`src/include/lcd_msg.svh`:
```
// greeting shown on the character LCD after start-up or a restart
// pulled into lcd_pkg, which re-exports these values as localparams
`ifndef LCD_MSG_SVH
`define LCD_MSG_SVH

// number of characters in the greeting
`define LCD_MSG_LEN 11

// packed text, first character in the top byte
`define LCD_MSG_TEXT "hello world"

// DD RAM address of the first character
`define LCD_MSG_ADDR 8'h44

`endif

```
`src/hdl/lcd_pkg.sv`:
```
// shared types and timing for the 8-bit write-only character LCD driver
// timing values are in cycles of the clock supplied to lcd_top
package lcd_pkg;

`include "lcd_msg.svh"

	typedef logic [7:0] lcd_byte_t;

	typedef enum logic [1:0] {op_init, op_clear, op_addr, op_data} lcd_op_t;

	typedef enum logic [1:0] {bs_idle, bs_setup, bs_pulse, bs_wait} bus_state_t;

	typedef enum logic [1:0] {cs_idle, cs_issue, cs_busy, cs_done} ctrl_state_t;

	typedef enum logic [2:0] {
		sq_init, sq_clear, sq_addr, sq_char, sq_next, sq_stop
	} seq_state_t;

	////////////////////////////////////////
	// bus timing

	localparam int T_AS = 2;
	localparam int T_PW = 4;
	localparam int T_EXEC = 40;
	localparam int T_CLR = 1600;
	localparam int T_PWRUP = 4100;

	// restart button filter
	localparam int DEB_CYCLES = 16;

	////////////////////////////////////////
	// message and init data

	localparam int MSG_LEN = `LCD_MSG_LEN;
	localparam logic [8*MSG_LEN-1:0] MSG_TEXT = `LCD_MSG_TEXT;
	localparam lcd_byte_t MSG_ADDR = `LCD_MSG_ADDR;
	localparam int MSG_IDX_W = $clog2(MSG_LEN);

	// function set x3, display on, entry mode increment
	localparam int INIT_LEN = 5;
	localparam int INIT_IDX_W = $clog2(INIT_LEN);
	localparam lcd_byte_t INIT_SEQ [INIT_LEN] = '{8'h38, 8'h38, 8'h38, 8'h0C, 8'h06};

endpackage

```
`src/hdl/lcd_req_if.sv`:
```
// request channel from the message sequencer to the LCD controller
// req is a one-cycle strobe, op and arg hold until done pulses
`timescale 1ns/1ps

interface lcd_req_if;
	import lcd_pkg::*;

	logic req;
	lcd_op_t op;
	lcd_byte_t arg;
	logic done;

	modport seq (
		output req,
		output op,
		output arg,
		input done
	);

	modport ctrl (
		input req,
		input op,
		input arg,
		output done
	);

endinterface

```
`src/hdl/lcd_msg_seq.sv`:
```
// start-up and greeting sequencer for init, clear, address and then the text
// a restart sends it back to the start once any outstanding request completes
`timescale 1ns/1ps

module lcd_msg_seq (
	input logic CLK,
	input logic lcdreset,
	input logic restart,
	lcd_req_if.seq req_port,
	output logic msg_done
);
	import lcd_pkg::*;

	seq_state_t state;
	logic pend;
	// restart seen while a request was outstanding
	logic restart_seen;
	logic [MSG_IDX_W-1:0] idx;

	always_ff @(posedge CLK) begin
		if (lcdreset) begin
			state <= sq_init;
			pend <= 1'b0;
			restart_seen <= 1'b0;
			idx <= MSG_IDX_W'(MSG_LEN - 1);
			req_port.req <= 1'b0;
			msg_done <= 1'b0;
		end else begin
			req_port.req <= 1'b0;
			if (restart)
				msg_done <= 1'b0;

			if (pend) begin
				// let the outstanding request complete
				if (req_port.done) begin
					pend <= 1'b0;
					restart_seen <= 1'b0;
					if (restart || restart_seen) begin
						state <= sq_init;
					end else begin
						case (state)
							sq_init: state <= sq_clear;
							sq_clear: state <= sq_addr;
							sq_addr: begin
								idx <= MSG_IDX_W'(MSG_LEN - 1);
								state <= sq_char;
							end
							sq_char: state <= sq_next;
							default: state <= sq_init;
						endcase
					end
				end else if (restart) begin
					restart_seen <= 1'b1;
				end
			end else if (restart) begin
				state <= sq_init;
			end else begin
				case (state)
					sq_init: begin
						req_port.req <= 1'b1;
						req_port.op <= op_init;
						req_port.arg <= '0;
						pend <= 1'b1;
					end
					sq_clear: begin
						req_port.req <= 1'b1;
						req_port.op <= op_clear;
						req_port.arg <= '0;
						pend <= 1'b1;
					end
					sq_addr: begin
						req_port.req <= 1'b1;
						req_port.op <= op_addr;
						req_port.arg <= MSG_ADDR;
						pend <= 1'b1;
					end
					// first character sits in the top byte
					sq_char: begin
						req_port.req <= 1'b1;
						req_port.op <= op_data;
						req_port.arg <= MSG_TEXT[idx*8 +: 8];
						pend <= 1'b1;
					end
					sq_next: begin
						if (idx == '0) begin
							state <= sq_stop;
						end else begin
							idx <= idx - 1'b1;
							state <= sq_char;
						end
					end
					sq_stop: msg_done <= 1'b1;
					default: state <= sq_init;
				endcase
			end
		end
	end

	// controller answers only what was asked
	a_done_only_when_pending: assert property (
		@(posedge CLK) disable iff (lcdreset)
		req_port.done |-> pend
	);

endmodule

```
`src/flat_wrapper.sv`:
```
// flat-port wrapper written by rule: the top's interface ports become plain ports
module lcd_msg_seq_flat import lcd_pkg::*;
  (CLK, lcdreset, restart, msg_done, req_port_req, req_port_op, req_port_arg, req_port_done);
  lcd_req_if req_port_i ();
  input logic CLK;
  input logic lcdreset;
  input logic restart;
  output logic msg_done;
  output wire logic [$bits(req_port_i.req)-1:0] req_port_req;
  output wire logic [$bits(req_port_i.op)-1:0] req_port_op;
  output wire logic [$bits(req_port_i.arg)-1:0] req_port_arg;
  input wire logic [$bits(req_port_i.done)-1:0] req_port_done;
  assign req_port_req = req_port_i.req;
  assign req_port_op = req_port_i.op;
  assign req_port_arg = req_port_i.arg;
  assign req_port_i.done = req_port_done;
  lcd_msg_seq u_core (.CLK(CLK), .lcdreset(lcdreset), .restart(restart), .req_port(req_port_i), .msg_done(msg_done));
endmodule
```
`config.mk`:
```
export PLATFORM = sky130hd
export DESIGN_NAME = lcd_msg_seq_flat
export DESIGN_NICKNAME = d
export VERILOG_FILES = /design/src/hdl/lcd_pkg.sv /design/src/hdl/lcd_req_if.sv /design/src/hdl/lcd_msg_seq.sv /design/src/flat_wrapper.sv
export VERILOG_INCLUDE_DIRS = /design/src /design/src/include
export SDC_FILE = /design/constraint.sdc
export NUM_CORES = 1
export LEC_CHECK = 0
export BUFFER_PORTS_ARGS = -buffer_cell sky130_fd_sc_hd__buf_4
export CELL_PAD_IN_SITES_DETAIL_PLACEMENT = 1
export CELL_PAD_IN_SITES_GLOBAL_PLACEMENT = 1
export CORE_UTILIZATION = 42
export CTS_CLUSTER_SIZE = 20
export DETAILED_ROUTE_END_ITERATION = 10
export PLACE_DENSITY_LB_ADDON = 0.3
export SLEW_MARGIN = 20
export SYNTH_ARGS = -nofsm -noshare
export SYNTH_HDL_FRONTEND = slang
export SYNTH_SLANG_ARGS = --single-unit
```
`constraint.sdc`:
```
create_clock -name CLK -period 2.3 [get_ports CLK]
set_input_delay 0.115 -clock CLK [delete_from_list [all_inputs] [get_ports CLK]]
set_output_delay 0.115 -clock CLK [all_outputs]
set_load 0.05 [all_outputs]
```
==> flow_summary_export.csv <==
group,metric,value,unit
drt,num_vias,888,
clock_network,cts_buffer_depth,2,
global_routing,met1_usage,26.01,%
synthesis,synth_top_area_share,24.49,%
pwr,finalPower,796.6,uW
pwr,clockPowerShare,31.3,%
clock_network,cts_buffers,3,
worst_setup_path,cp_num_buf_inv,1,
global_routing,grt_pass1_wl,4008,um
final_layout,antenna_cells,0,
worst_setup_path,critical_path.max_stage_delay,420,ps
worst_setup_path,worstPathMaxFanout,9,
drt,detail_route.first_pass.iterations,4,
synthesis,syn_area,0.001104,mm2
clock_network,clk_latency,310,ps
synthesis,synth_compound_area_share,15.31,%
synthesis,synth_largest_area_cell,"edfxtp_1",
pwr,power_leakage,0.0004716,uW
final_layout,final_cell_mix,"buf_4 (15), nor2_1 (14), dfxtp_1 (11)",
synthesis,seq_area_frac_synth,44.44,%
worst_hold_path,hold_path.class,"primary input to flip-flop",
timing,finClkSkew,10.94,ps
global_routing,antenna_found_initial,0,
synthesis,avgSynthCellArea,9.596,um2
worst_setup_path,crit_slowest_cell,"dfxtp_1",
synthesis,ys_types,38,
synthesis,synth_xor_area_share,0,%
synthesis,async_reset_ff_share,0,%
floorplanning,rows,18,
clock_network,cts_sinks,20,
global_routing,top_usage_layer,"met2",
synthesis,yosys.area_share.simple,23.36,%
worst_setup_path,cpLargestDelayFamily,"compound AO/OA/AOI/OAI gates",
timing,tns,0,ps
clock_network,post_cts_buffers,0,
pwr,vdd_drop_max,0.0003137,V
clock_network,cts.htree.levels,1,
synthesis,synth_mux_area_share,2.721,%
floorplanning,die_area,0.002837,mm2
pwr,switchingPower,227.5,uW
global_routing,track_usage,19.56,%
floorplanning,io_pins,16,
synthesis,synth_fa_ha_area_share,7.937,%
final_layout,drive_gt1_share,19.69,%
placed_design,dp.cells,153,
timing,rsz0062_at_grt,"no",
synthesis,synth_top_family_by_area,"simple AND/OR/NAND/NOR gates",
drt,vias_per_cell,5.656,
drt,wl,2449,um
pwr,power.share.switching,28.56,%
global_routing,met2_usage,31.04,%
timing,min_period,1998,ps
worst_setup_path,worstSetupPathType,"flip-flop to flip-flop",
synthesis,synthTopCellsByArea,"edfxtp_1 (24%), dfxtp_1 (20%), ha_1 (7.9%), nor2_1 (4.8%), a21oi_1 (3.6%)",
timing,worst_pin_slew,583.2,ps
drt,ant_nets,0,
status,status,"finished clean",
synthesis,synth-seq-cells,20,
placed_design,preCtsSetupSlack,378.3,ps
worst_setup_path,worstPathRequired,2520,ps
synthesis,synthesis.nets,126,
worst_setup_path,worstPathCellList,"inv_1 -> ha_1 -> or3b_1 -> a32oi_1 -> nor2_1 -> a211oi_1",
floorplanning,die_height,53.26,um
global_routing,grt_pass1_vias,856,
worst_setup_path,critPathLaunchType,"flip-flop",
global_routing,grt_util_met3,2.586,%
clock_network,hold_buffers,0,
worst_setup_path,cp-end-kind,"flip-flop",
final_layout,layout.nets,139,
floorplanning,start_util,44.55,%
final_layout,syn_to_final_growth,14.74,%
placed_design,dp_hpwl,1770,um
final_layout,final_common_cell,"buf_4",
synthesis,synth_warnings,0,
timing,holdWs,20.45,ps
timing,fmax,0.5006,GHz
placed_design,gp_congestion,0.9236,
synthesis,synth_edf_count,9,
worst_setup_path,critPathArrivalTime,2220,ps
synthesis,synth_cells,115,
pwr,p_int,569.1,uW
placed_design,port_buffers,14,
floorplanning,core-area,0.002477,mm2
timing,finalHoldViolCount,0,
final_layout,nFillCells,294,
drt,drtIter0Drc,3,
global_routing,grt_max_degree,15,
timing,finalCritPeriodShare,86.86,%
synthesis,ys.flop_type,"dfxtp_1",
timing,slew_violations,0,
drt,wl_per_cell,15.60,um
timing,setup_slack,302.2,ps
clock_network,cts_resized,0,
drt,drcViolationCount,0,
clock_network,cts_tree,"done",
timing,slew_headroom,60.76,%
floorplanning,die_x,53.26,um
clock_network,path_clk_slew,130,ps
clock_network,clockRootBuffer,"clkbuf_4",
timing,setup_viol,0,
flow_run,drv_cap,0,
pwr,combPwrFrac,16.8,%
final_layout,fin_cells,157,
global_routing,grt_overflow,0,
pwr,seqPwrFrac,51.9,%
pwr,p_per_area,629.1,mW/mm2
## cells in the mapped netlist (2+ instances only)
library cell,n
a211oi_1,4
nand2_1,6
nor4_1,4
inv_1,6
a21oi_1,8
nor2b_1,4
edfxtp_1,9
buf_4,2
clkbuf_1,3
nand3b_1,2
or3_1,2
nor4b_1,2
a31oi_1,3
nor3b_1,2
dfxtp_1,11
inv_2,2
ha_1,7
nor2_1,14
nor3_1,3
mux2i_1,3
## per-stage QoR
stage                     util, %  instance area [um2]
final                       51.11                 1266
after floorplan                 -                 1104
after detailed placement    49.19                 1219
after global placement      49.19                 1219
after CTS                   51.11                 1266
after global routing        51.11                 1266
## worst register-to-register path: stages (launching register included)
cell and delay (ps):
dfxtp_1 420, inv_1 190, ha_1 240, or3b_1 420, a32oi_1 300, nor2_1 110
a211oi_1 250
## flip-flops by register name, indices dropped and copies added, names as in the netlist
| register | cells |
|---|---|
| u_core.req_port.arg | 7 |
| u_core.idx | 4 |
| u_core.state | 3 |
| u_core.req_port.op | 2 |
| u_core.msg_done | 1 |
| u_core.pend | 1 |
| u_core.req_port.req | 1 |
| u_core.restart_seen | 1 |
## power groups by stage
stage	clock, uW	combinational (uW)	sequential (uW)
floorplan	0	75.4	442
global placement	0	131	419
detailed placement	0	133	420
CTS	255	135	412
global route	264	145	416
finish	249	134	413
## per-layer routing
metal / routed length (um) / part of all wire (%)
met5: 0 / 0
met4: 25 / 1.0
met2: 1127 / 46
met3: 63 / 2.6
met1: 1231 / 50
## final timing paths
| path | from | end | slack, ps | cells after the start |
|---|---|---|---|---|
| hold reg to reg | u_core.state[1]$_SDFFE_PP0P_ | u_core.state[1]$_SDFFE_PP0P_ | 590 | 2 |
| hold / removal | req_port_done | u_core.restart_seen$_SDFFE_PP0P_ | 20 | 2 |
| setup / recovery | u_core.idx[0]$_SDFFE_PP0P_ | u_core.idx[0]$_SDFFE_PP0P_ | 300 | 6 |
| setup reg to reg | u_core.idx[0]$_SDFFE_PP0P_ | u_core.idx[0]$_SDFFE_PP0P_ | 300 | 6 |
## layout make-up
| cell class | instances | area (um2) | share of cell area (%) |
|---|---|---|---|
| multi-input cells | 80 | 548.0 | 43.28 |
| flip-flops and latches | 20 | 490.5 | 38.74 |
| repair buffers | 15 | 112.6 | 8.893 |
| clock buffers | 4 | 47.55 | 3.755 |
| well taps | 30 | 37.54 | 2.964 |
| inverters | 8 | 30.03 | 2.372 |
## logic make-up (layout without fill, tap and decap cells)
logic type                 Yosys count  count (layout)
adders and majority gates            7               7
AOI/OAI and AO/OA                   25              25
muxes                                3               3
and+or+nand+nor                     44              44
DFF                                 20              20
buffers and inverters               15              27
other                                1               1
Power figures use the tool's default switching activity.
