[src/include/lcd_msg.svh]
// greeting shown on the character LCD after start-up or a restart
// pulled into lcd_pkg, which re-exports these values as localparams
`ifndef LCD_MSG_SVH
`define LCD_MSG_SVH

// number of characters in the greeting
`define LCD_MSG_LEN 11

// packed text, first character in the top byte
`define LCD_MSG_TEXT "hello world"

// DD RAM address of the first character
`define LCD_MSG_ADDR 8'h44

`endif

[src/hdl/lcd_pkg.sv]
// shared types and timing for the 8-bit write-only character LCD driver
// timing values are in cycles of the clock supplied to lcd_top
package lcd_pkg;

`include "lcd_msg.svh"

	typedef logic [7:0] lcd_byte_t;

	typedef enum logic [1:0] {op_init, op_clear, op_addr, op_data} lcd_op_t;

	typedef enum logic [1:0] {bs_idle, bs_setup, bs_pulse, bs_wait} bus_state_t;

	typedef enum logic [1:0] {cs_idle, cs_issue, cs_busy, cs_done} ctrl_state_t;

	typedef enum logic [2:0] {
		sq_init, sq_clear, sq_addr, sq_char, sq_next, sq_stop
	} seq_state_t;

	////////////////////////////////////////
	// bus timing

	localparam int T_AS = 2;
	localparam int T_PW = 4;
	localparam int T_EXEC = 40;
	localparam int T_CLR = 1600;
	localparam int T_PWRUP = 4100;

	// restart button filter
	localparam int DEB_CYCLES = 16;

	////////////////////////////////////////
	// message and init data

	localparam int MSG_LEN = `LCD_MSG_LEN;
	localparam logic [8*MSG_LEN-1:0] MSG_TEXT = `LCD_MSG_TEXT;
	localparam lcd_byte_t MSG_ADDR = `LCD_MSG_ADDR;
	localparam int MSG_IDX_W = $clog2(MSG_LEN);

	// function set x3, display on, entry mode increment
	localparam int INIT_LEN = 5;
	localparam int INIT_IDX_W = $clog2(INIT_LEN);
	localparam lcd_byte_t INIT_SEQ [INIT_LEN] = '{8'h38, 8'h38, 8'h38, 8'h0C, 8'h06};

endpackage

[src/hdl/pb_debounce.sv]
// push button filter: two-flop sync, then a stability counter
`timescale 1ns/1ps

module pb_debounce (
	input logic CLK,
	input logic lcdreset,
	input logic btn,
	output logic btn_db
);
	import lcd_pkg::*;

	logic sync_a;
	logic sync_b;
	int cnt;

	always_ff @(posedge CLK) begin
		if (lcdreset) begin
			sync_a <= 1'b0;
			sync_b <= 1'b0;
			cnt <= 0;
			btn_db <= 1'b0;
		end else begin
			sync_a <= btn;
			sync_b <= sync_a;
			// count only while the level differs from the output
			if (sync_b == btn_db) begin
				cnt <= 0;
			end else if (cnt == DEB_CYCLES - 1) begin
				btn_db <= sync_b;
				cnt <= 0;
			end else begin
				cnt <= cnt + 1;
			end
		end
	end

endmodule

[config.mk]
export PLATFORM = sky130hd
export DESIGN_NAME = pb_debounce
export DESIGN_NICKNAME = d
export VERILOG_FILES = /design/src/hdl/lcd_pkg.sv /design/src/hdl/pb_debounce.sv
export VERILOG_INCLUDE_DIRS = /design/src /design/src/include
export SDC_FILE = /design/constraint.sdc
export NUM_CORES = 1
export LEC_CHECK = 0
export BUFFER_PORTS_ARGS = -buffer_cell sky130_fd_sc_hd__buf_2
export CAP_MARGIN = 20
export CORE_MARGIN = 3
export CORE_UTILIZATION = 54
export DETAILED_ROUTE_END_ITERATION = 7
export PLACE_DENSITY = 0.8
export SLEW_MARGIN = 20
export SYNTH_ARGS = -nofsm -noshare
export SYNTH_HDL_FRONTEND = slang
export SYNTH_SLANG_ARGS = --single-unit
[constraint.sdc]
create_clock -name CLK -period 1.7 [get_ports CLK]
set_input_delay 0.34 -clock CLK [delete_from_list [all_inputs] [get_ports CLK]]
set_output_delay 0.34 -clock CLK [all_outputs]
set_load 0.03 [all_outputs]
==> reports/qor.csv, run 1 <==
stage,metric,value,unit
hold_path,hold_path.class,in -> reg,
timing,setup_ws,42.1,ps
routing,vias,1393,
die,die_w,60.0,µm
clocking,insertion_delay,340,ps
timing,fin_crit_sh,97.5,%
logic_synthesis,synthTopCellsByArea,"dfxtp_1 44%, xnor2_1 11%, nor2_1 7.6%, nor4_1 5.2%, xor2_1 4.4%",
worst_setup_path,worst-path-max-fanout,18,
grt,grt_max_degree,19,
grt,antenna_found_initial,0,
logic_synthesis,yosysWarnings,0,
logic_synthesis,post_synth.cell_area_avg,8.66,µm²
logic_synthesis,yosysTopAreaCell,dfxtp_1,
logic_synthesis,synth_xor_area_share,15.0,%
job,maxCapViolCount,0,
placement,place_ws,-70.6,ps
logic_synthesis,synth-simple-area-share,33.9,%
logic_synthesis,synth_nets,186,
worst_setup_path,required,1970,ps
logic_synthesis,ys_seq_area_share,44.5,%
die,die_y,60.0,µm
timing,fmax,603,MHz
run_status,outcome,"finished, final reports clean",
placement,placed_cells,228,
cells_and_area,area_growth_syn_to_layout,28.1,%
grt,grt_usage,22.6,%
timing,drv_slew,0,
clocking,htree_levels,2,
routing,routed_wl,3730,µm
logic_synthesis,synthMuxAreaShare,0,%
routing,drt-wirelength-per-cell,15.6,µm
routing,ant_nets,0,
logic_synthesis,synthCells,182,
pwr,irDropWorstVdd,0.880,mV
logic_synthesis,synth-adder-area-share,0.794,%
timing,slew_headroom,75.2,%
placement,io_buffers,3,
die,dieArea,3600,µm²
grt,overflow,0,
clocking,clk_pin_slew,100,ps
routing,drc,0,
placement,place_hpwl,2470,µm
routing,via_per_inst,5.83,
logic_synthesis,synth_area,1580,µm²
cells_and_area,layout_common_cells,"31 x nor2_1, 28 x dfxtp_1, 21 x buf_4",
die,pin_count,4,
worst_setup_path,end_kind,register,
cells_and_area,fin_cells,239,
cells_and_area,drive_gt1_share,30.6,%
die,core,2610,µm²
timing,setup_viol,0,
timing,rsz0062_at_grt,true,
grt,grt_pass1_vias,1370,
logic_synthesis,synth_compound_area_share,2.54,%
logic_synthesis,synth_top_family_by_area,simple AND/OR/NAND/NOR gates,
clocking,cts_buffers,5,
worst_setup_path,worstSetupPathType,reg -> reg,
placement,globalplace.congestion,0.808,
timing,fin_skew,6.65,ps
die,start_util,60.3,%
grt,use_met1,26.4,%
clocking,cts_root_buf,clkbuf_4,
clocking,cts.sinks,35,
cells_and_area,fillers,180,
pwr,leakage,0.677,nW
logic_synthesis,synth_seq_cells,35,
timing,fin_crit,1660,ps
routing,first_pass_iters,4,
pwr,p_per_area,644,nW/µm²
clocking,clockBufferDepth,2,
worst_setup_path,cp.arrival,1930,ps
worst_setup_path,critical_path.startpoint_type,register,
grt,grtUsageMet3,5.40,%
clocking,cts.hold.buffers_added,0,
cells_and_area,regArea,717,µm²
logic_synthesis,synth_top_area_share,44.5,%
routing,drt_iter0_drc,66,
cells_and_area,layout_commonest_cell,nor2_1,
cells_and_area,antenna_cells,0,
timing,hold_viol_final,0,
timing,worst_pin_slew,370,ps
grt,grt_busiest_layer,met2,
cells_and_area,final_nets,213,
grt,grt_pass1_wl,6040,µm
cells_and_area,multi_input_area,951,µm²
grt,grt_use_met2,38.3,%
die,rows,18,
logic_synthesis,ys_types,24,
clocking,cts_tree,done,
## cells by family (layout without fill, tap and decap cells)
group,Yosys count,after routing
AOI/OAI and AO/OA,8,8
xor gates and xnor gates,27,27
adders and majority gates,1,1
buffers and inverters,12,39
DFF,35,35
and+or+nand+nor,99,99
## power breakdown
group | switching, mW | leakage (nW) | internal [mW]
sequential | 0.00176 | 0.287 | 0.818
combinational | 0.0122 | 0.357 | 0.0131
clock | 0.264 | 0.0341 | 0.191
total | 0.278 | 0.677 | 1.02
## synth_stat cells (all sizes together)
master  count
nor2       32
nand2       8
a21oi       5
xnor2      19
ha          1
or2         2
buf         5
nand4      11
nor3b       1
o21ai       3
dfxtp      35
clkbuf      2
and3        4
nor4       13
inv         5
xor2        8
or3         3
and4        5
nor2b       2
nand3      10
nor3        8
## through the flow
| step | utilization (%) | power, mW | hold slack (ps) | setup TNS (ps) | instance area, µm² |
|---|---|---|---|---|---|
| 2_1_floorplan | - | 0.855 | 409 | 0 | 1630 |
| 3_3_place_gp | 67.8 | 0.856 | 430 | 0 | 1770 |
| 3_5_place_dp | 67.8 | 0.857 | 446 | -379 | 1770 |
| 4_1_cts | 72.5 | 1.31 | 173 | 0 | 1890 |
| 5_1_grt | 77.3 | 1.37 | 189 | -1370 | 2020 |
| 6_report | 77.3 | 1.30 | 198 | 0 | 2020 |
## area by class of cell
class,count,share of cell area (%)
well taps,30,1.86
clock buffers,6,2.54
flip-flops and latches,35,35.5
inverters,5,0.930
multi-input cells,135,47.1
repair buffers,27,11.8
clock inverters,1,0.248
## what timing repair did
item,in CTS,in global routing
cloned,0,1
gates resized for setup,13,19
setup endpoints to repair,19,32
pin swaps,0,8
buffers inserted,2,1
## sequential cells by signal (all words and copies together), names as in the netlist
signal and flops:
cnt 32, btn_db 1, sync_a 1, sync_b 1
## critical path: stages, from the launching register on
cell	delay (ps)
dfxtp_4	360
ha_4	160
and3_4	150
nand4_1	150
nor2_2	70
or3_4	420
buf_12	170
nor2_1	100
## layer usage
layer	share of wire (%)	up-vias	wire length (µm)
li1	-	688	-
met1	44	667	1630
met2	49	28	1840
met3	4.4	10	164
met4	2.3	0	86
met5	0	-	0
## path summary, 6_finish.rpt
path | from | to | slack, ps | cells after the start
worst max-delay path | cnt[0]$_SDFF_PP0_ | cnt[12]$_SDFF_PP0_ | 40 | 7
worst min-delay path | lcdreset | sync_a$_SDFF_PP0_ | 200 | 2
worst max register to register | cnt[0]$_SDFF_PP0_ | cnt[12]$_SDFF_PP0_ | 40 | 7
worst min register to register | sync_a$_SDFF_PP0_ | sync_b$_SDFF_PP0_ | 470 | 1
No activity file was read; power rests on OpenSTA's default activity.
==> inputs of run 2 (changes only) <==
--- a/config.mk
+++ b/config.mk
@@ -9,9 +9,9 @@
 export BUFFER_PORTS_ARGS = -buffer_cell sky130_fd_sc_hd__buf_2
 export CAP_MARGIN = 20
 export CORE_MARGIN = 3
-export CORE_UTILIZATION = 54
+export CORE_UTILIZATION = 57
 export DETAILED_ROUTE_END_ITERATION = 7
-export PLACE_DENSITY = 0.8
+export PLACE_DENSITY = 0.81
 export SLEW_MARGIN = 20
 export SYNTH_ARGS = -nofsm -noshare
 export SYNTH_HDL_FRONTEND = slang
==> constraint.sdc (replaced) <==
create_clock -name CLK -period 2.14 [get_ports CLK]
set_input_delay 0.428 -clock CLK [delete_from_list [all_inputs] [get_ports CLK]]
set_output_delay 0.428 -clock CLK [all_outputs]
set_load 0.03 [all_outputs]
==> run 2 against run 1 <==
Net effect: wire length decreased by 18%; clock skew up 11 ps; utilization fell by 10 points; clock power down 11%; global-route usage shrank 0.94 points; first-iteration DRC count decreased by 44%; register-to-register slack improved by 170 ps; power shrank 18%; critical path type unchanged.
==> reports/qor.csv, run 2 (same netlist as run 1, synthesis figures left out) <==
stage,metric,value,unit,change
run_status,outcome,"finished, final reports clean",,
timing,slew_headroom,72.3,%,-3.0 points
routing,first_pass_iters,4,,unchanged
clocking,cts_buffers,5,,unchanged
clocking,cts_resized,0,,-13
timing,fin_skew,17.2,ps,+10.5 ps
clocking,clockBufferDepth,2,,unchanged
worst_setup_path,r2r-start,cnt[18]$_SDFF_PP0_,,
clocking,insertion_delay,350,ps,about the same
cells_and_area,largest_register_ffs,32,,unchanged
routing,drt_iter0_drc,37,,-44%
timing,fin_tns_setup,0,ps,unchanged
clocking,cts.sinks,35,,unchanged
clocking,postCtsSetupBuffers,0,,-2
cells_and_area,drive_gt1_share,10.5,%,-20 points
grt,antenna_found_initial,0,,unchanged
clocking,htree_levels,2,,unchanged
worst_setup_path,r2r_end,cnt[3]$_SDFF_PP0_,,
die,die_y,58.6,µm,-2.4%
cells_and_area,layout_commonest_cell,dfxtp_1,,
die,dieArea,3430,µm²,-4.7%
hold_path,min_path_cells,2,,unchanged
pwr,leakage,0.531,nW,-22%
routing,vias,1313,,-5.7%
worst_setup_path,critical_path_depth,6,,-1
die,core,2540,µm²,-2.6%
worst_setup_path,r2r_slack,210,ps,+170 ps
pwr,irDropWorstVdd,0.612,mV,-30%
cells_and_area,area_growth_syn_to_layout,8.02,%,
worst_setup_path,crit_top_cell,nor2_1,,
worst_setup_path,crit_slowest_cell,nor4_1,,
placement,place_ws,230,ps,+300 ps
cells_and_area,final_core_util,66.9,%,-10 points
placement,globalplace.congestion,0.894,,+11%
worst_setup_path,worstSetupPathType,reg -> reg,,
timing,fmax,519,MHz,-14%
timing,setup_ws,212,ps,+170 ps
cells_and_area,antenna_cells,0,,unchanged
worst_setup_path,slowest_delay,420,ps,about the same
routing,drc,0,,unchanged
die,die_w,58.6,µm,-2.4%
timing,fin_crit_sh,90.1,%,-7.4 points
routing,ant_nets,0,,unchanged
cells_and_area,layout_common_cells,"35 x dfxtp_1, 32 x nor2_1, 19 x xnor2_1",,
worst_setup_path,worst-path-max-fanout,12,,-6
die,pin_count,4,,unchanged
worst_setup_path,end_kind,register,,
cells_and_area,fillers,215,,+19%
timing,rsz0062_at_grt,false,,
placement,io_buffers,3,,unchanged
clocking,clk_pin_slew,100,ps,about the same
worst_setup_path,required,2370,ps,+400 ps
timing,drv_slew,0,,unchanged
hold_path,whs_endpoint,btn_db$_SDFFE_PP0P_,,
worst_setup_path,rr_worst_depth,6,,-1
cells_and_area,final_nets,194,,-8.9%
worst_setup_path,worstPathCellList,nor4_1 > nand4_1 > nor2_1 > or3_1 > buf_4 > nor2_1,,
grt,grt_usage,21.7,%,-0.94 points
routing,via_per_inst,5.94,,+1.9%
clocking,cts_tree,done,,
clocking,cts.hold.buffers_added,0,,unchanged
worst_setup_path,crit_family,simple AND/OR/NAND/NOR gates,,
grt,grt_max_degree,15,,-4
grt,grt_pass1_wl,5510,µm,-8.9%
job,maxCapViolCount,0,,unchanged
timing,fin_crit,1930,ps,+270 ps
routing,routed_wl,3070,µm,-18%
worst_setup_path,cp.arrival,2160,ps,+230 ps
worst_setup_path,critical_path.startpoint_type,register,,
clocking,cts_root_buf,clkbuf_4,,
hold_path,hold_start,lcdreset,,
timing,hold_ws,290,ps,+91.8 ps
grt,overflow,0,,unchanged
die,start_util,61.9,%,+1.6 points
cells_and_area,regMostFlops,cnt,,
worst_setup_path,crit_buf_inv,1,,unchanged
timing,setup_viol,0,,unchanged
grt,grt_pass1_vias,1239,,-9.6%
timing,worst_pin_slew,412,ps,+41.8 ps
routing,drt-wirelength-per-cell,13.9,µm,-11%
timing,hold_viol_final,0,,unchanged
hold_path,hold_path.class,in -> reg,,
pwr,p_per_area,629,nW/µm²,-2.4%
die,rows,18,,unchanged
placement,place_hpwl,2250,µm,-8.8%
[run 2: cell count changes in the layout (fill, tap and decap cells not counted), sizes merged]
cell | before | now
clkinv | 1 | 0
clkbuf | 7 | 8
buf | 26 | 8
[run 2: layout make-up]
cell class / instances / area [µm²] / share of cell area (%)
flip-flops and latches: 35 / 701 / 41.2
multi-input cells: 135 / 823 / 48.4
clock buffers: 8 / 68.8 / 4.04
well taps: 30 / 37.5 / 2.21
repair buffers: 8 / 52.6 / 3.09
inverters: 5 / 18.8 / 1.10
[run 2: where the power goes]
group | switching [mW] | internal, mW
Clock | 0.211 | 0.193
Sequential | 0.00150 | 0.653
Combinational | 0.00652 | 0.00455
[run 2: through the flow]
stage	std cells	cell area [µm²]	total power, mW
finish	221	1700	1.07
global route	221	1700	1.11
CTS	221	1700	1.07
detailed placement	213	1630	0.681
global placement	213	1630	0.680
floorplan	182	1580	0.677
[run 2: worst register-to-register path: stages (launching register included)]
cell and delay (ps):
dfxtp_1 370, nor4_1 420, nand4_1 200, nor2_1 160, or3_1 350, buf_4 250, nor2_1 60
[run 2: how the worst max path moves through the flow]
stage | startpoint | to | slack, ps
after floorplan | cnt[0]$_SDFF_PP0_ | cnt[8]$_SDFF_PP0_ | 330
after detailed placement | cnt[0]$_SDFF_PP0_ | cnt[8]$_SDFF_PP0_ | 230
final | cnt[18]$_SDFF_PP0_ | cnt[3]$_SDFF_PP0_ | 210
after global placement | cnt[0]$_SDFF_PP0_ | cnt[8]$_SDFF_PP0_ | 320
after global routing | cnt[0]$_SDFF_PP0_ | cnt[7]$_SDFF_PP0_ | 90
after CTS | cnt[0]$_SDFF_PP0_ | cnt[7]$_SDFF_PP0_ | 230
[run 2: metal layers]
layer | vias to the layer above | share of wire, % | wire length, µm | global-route usage [%]
li1 | 654 | - | - | -
met1 | 616 | 45 | 1390 | 27.1
met2 | 34 | 47 | 1440 | 32.2
met3 | 9 | 5.2 | 160 | 7.46
met4 | 0 | 2.5 | 78 | 13.3
met5 | - | 0 | 0 | 0
==> inputs of run 3 (changes only) <==
--- a/config.mk
+++ b/config.mk
@@ -12,6 +12,7 @@
 export CORE_UTILIZATION = 57
 export DETAILED_ROUTE_END_ITERATION = 7
 export PLACE_DENSITY = 0.81
+export RECOVER_POWER = 25
 export SLEW_MARGIN = 20
 export SYNTH_ARGS = -nofsm -noshare
 export SYNTH_HDL_FRONTEND = slang
==> run 3 against run 2 <==
Net effect: first-iteration DRC count increased by 8.1%; power about the same; register-to-register slack about the same; clock skew about the same; largest power group unchanged.
==> reports/qor.csv, run 3 (same netlist as run 1, synthesis figures left out) <==
stage,metric,value,unit,change
run_status,outcome,"finished, final reports clean",,
die,die_y,58.6,µm,unchanged
placement,io_buffers,3,,unchanged
routing,routed_wl,3100,µm,+0.94%
placement,place_ws,230,ps,unchanged
timing,drv_slew,0,,unchanged
clocking,cts_buffers,5,,unchanged
grt,grt_max_degree,15,,unchanged
cells_and_area,drive_gt1_share,8.90,%,-1.6 points
grt,overflow,0,,unchanged
worst_setup_path,slowest_delay,420,ps,about the same
worst_setup_path,worstSetupPathType,reg -> reg,,
timing,fin_crit,1940,ps,+7.18 ps
worst_setup_path,crit_family,simple AND/OR/NAND/NOR gates,,
cells_and_area,final_nets,194,,unchanged
clocking,insertion_delay,350,ps,about the same
timing,fin_crit_sh,90.4,%,+0.34 points
pwr,power.switching,0.219,mW,+0.11%
worst_setup_path,crit_top_cell,nor2_1,,
cells_and_area,regMostFlops,cnt,,
routing,via_per_inst,5.95,,about the same
clocking,htree_levels,2,,unchanged
worst_setup_path,worst-path-max-fanout,12,,unchanged
worst_setup_path,cp.arrival,2170,ps,about the same
grt,antenna_found_initial,0,,unchanged
timing,fmax,517,MHz,-0.37%
worst_setup_path,critical_path.startpoint_type,register,,
clocking,cts_tree,done,,
pwr,p_comb_share,1.0,%,about the same
grt,grt_pass1_wl,5510,µm,unchanged
pwr,p_per_area,630,nW/µm²,+0.29%
clocking,postCtsSetupBuffers,0,,unchanged
routing,drt-wirelength-per-cell,14.0,µm,+0.94%
job,maxCapViolCount,0,,unchanged
routing,drc,0,,unchanged
worst_setup_path,crit_buf_inv,1,,unchanged
pwr,irDropWorstVdd,0.612,mV,about the same
pwr,p_clk_share,37.8,%,about the same
pwr,internal-power,0.851,mW,about the same
worst_setup_path,worstPathCellList,nor4_1 > nand4_1 > nor2_1 > or3_1 > buf_4 > nor2_1,,
clocking,clk_pin_slew,100,ps,about the same
hold_path,min_path_cells,2,,unchanged
die,rows,18,,unchanged
routing,drt_iter0_drc,40,,+8.1%
cells_and_area,antenna_cells,0,,unchanged
die,die_w,58.6,µm,unchanged
timing,slew_headroom,72.7,%,+0.41 points
clocking,cts_resized,0,,unchanged
cells_and_area,largest_register_ffs,32,,unchanged
timing,setup_viol,0,,unchanged
clocking,cts.sinks,35,,unchanged
clocking,clockBufferDepth,2,,unchanged
pwr,leakage,0.523,nW,-1.5%
cells_and_area,final_core_util,66.7,%,-0.20 points
placement,place_hpwl,2250,µm,unchanged
worst_setup_path,required,2370,ps,about the same
worst_setup_path,rr_worst_depth,6,,unchanged
hold_path,hold_path.class,in -> reg,,
cells_and_area,layout_common_cells,"35 x dfxtp_1, 32 x nor2_1, 19 x xnor2_1",,
worst_setup_path,critical_path_depth,6,,unchanged
clocking,cts_root_buf,clkbuf_4,,
cells_and_area,area_growth_syn_to_layout,7.70,%,
timing,rsz0062_at_grt,false,,
grt,grt_pass1_vias,1239,,unchanged
timing,fin_tns_setup,0,ps,unchanged
die,start_util,61.9,%,unchanged
cells_and_area,layout_commonest_cell,dfxtp_1,,
pwr,seq_power_share,61.2,%,about the same
worst_setup_path,end_kind,register,,
timing,worst_pin_slew,406,ps,-6.16 ps
timing,fin_skew,17.4,ps,+0.178 ps
die,core,2540,µm²,unchanged
die,pin_count,4,,unchanged
clocking,cts.hold.buffers_added,0,,unchanged
die,dieArea,3430,µm²,unchanged
timing,setup_ws,204,ps,-7.18 ps
placement,globalplace.congestion,0.894,,unchanged
grt,grt_usage,21.7,%,unchanged
routing,first_pass_iters,4,,unchanged
routing,ant_nets,0,,unchanged
pwr,switching_share,20.5,%,+0.024 points
worst_setup_path,r2r_slack,200,ps,about the same
routing,vias,1314,,+0.076%
timing,hold_viol_final,0,,unchanged
worst_setup_path,crit_slowest_cell,nor4_1,,
-- run 3: changes by cell type in the layout (fill, tap and decap cells not counted), sizes merged --
cell	previous run	this run
clkbuf	8	10
buf	8	6
-- run 3: final cells by class --
| cell class | count | area (µm²) |
|---|---|---|
| timing repair buffer | 8 | 50.0 |
| fill | 218 | 848 |
| inverter | 5 | 18.8 |
| sequential | 35 | 701 |
| clock buffer | 8 | 68.8 |
| tap | 30 | 37.5 |
| multi-input combinational | 135 | 821 |
-- run 3: through the flow --
step | instances | cell area [µm²] | total power, mW | hold WS (ps)
final | 221 | 1700 | 1.07 | 314
after floorplan | 182 | 1580 | 0.677 | 414
after global routing | 221 | 1700 | 1.11 | 331
after CTS | 221 | 1700 | 1.07 | 278
after detailed placement | 213 | 1630 | 0.681 | 455
after global placement | 213 | 1630 | 0.680 | 433
-- run 3: worst paths after layout --
| check | endpoint | startpoint |
|---|---|---|
| setup / recovery | cnt[3]$_SDFF_PP0_ | cnt[18]$_SDFF_PP0_ |
| hold / removal | sync_a$_SDFF_PP0_ | btn |
| setup reg to reg | cnt[3]$_SDFF_PP0_ | cnt[18]$_SDFF_PP0_ |
| hold reg to reg | sync_b$_SDFF_PP0_ | sync_a$_SDFF_PP0_ |
-- run 3: metal layers --
| layer | vias up | part of all wire, % | track usage (%) |
|---|---|---|---|
| met4 | 0 | 2.7 | 13.3 |
| met1 | 617 | 45 | 27.1 |
| li1 | 653 | - | - |
| met5 | - | 0 | 0 |
| met2 | 35 | 47 | 32.2 |
| met3 | 9 | 5.8 | 7.46 |
-- run 3: power groups by stage --
stage / combinational, mW / clock, mW / sequential [mW]
after global routing: 0.0124 / 0.443 / 0.655
after floorplan: 0.00714 / 0 / 0.669
after global placement: 0.0106 / 0 / 0.670
after detailed placement: 0.0112 / 0 / 0.670
after CTS: 0.0112 / 0.409 / 0.655
final: 0.0108 / 0.404 / 0.655
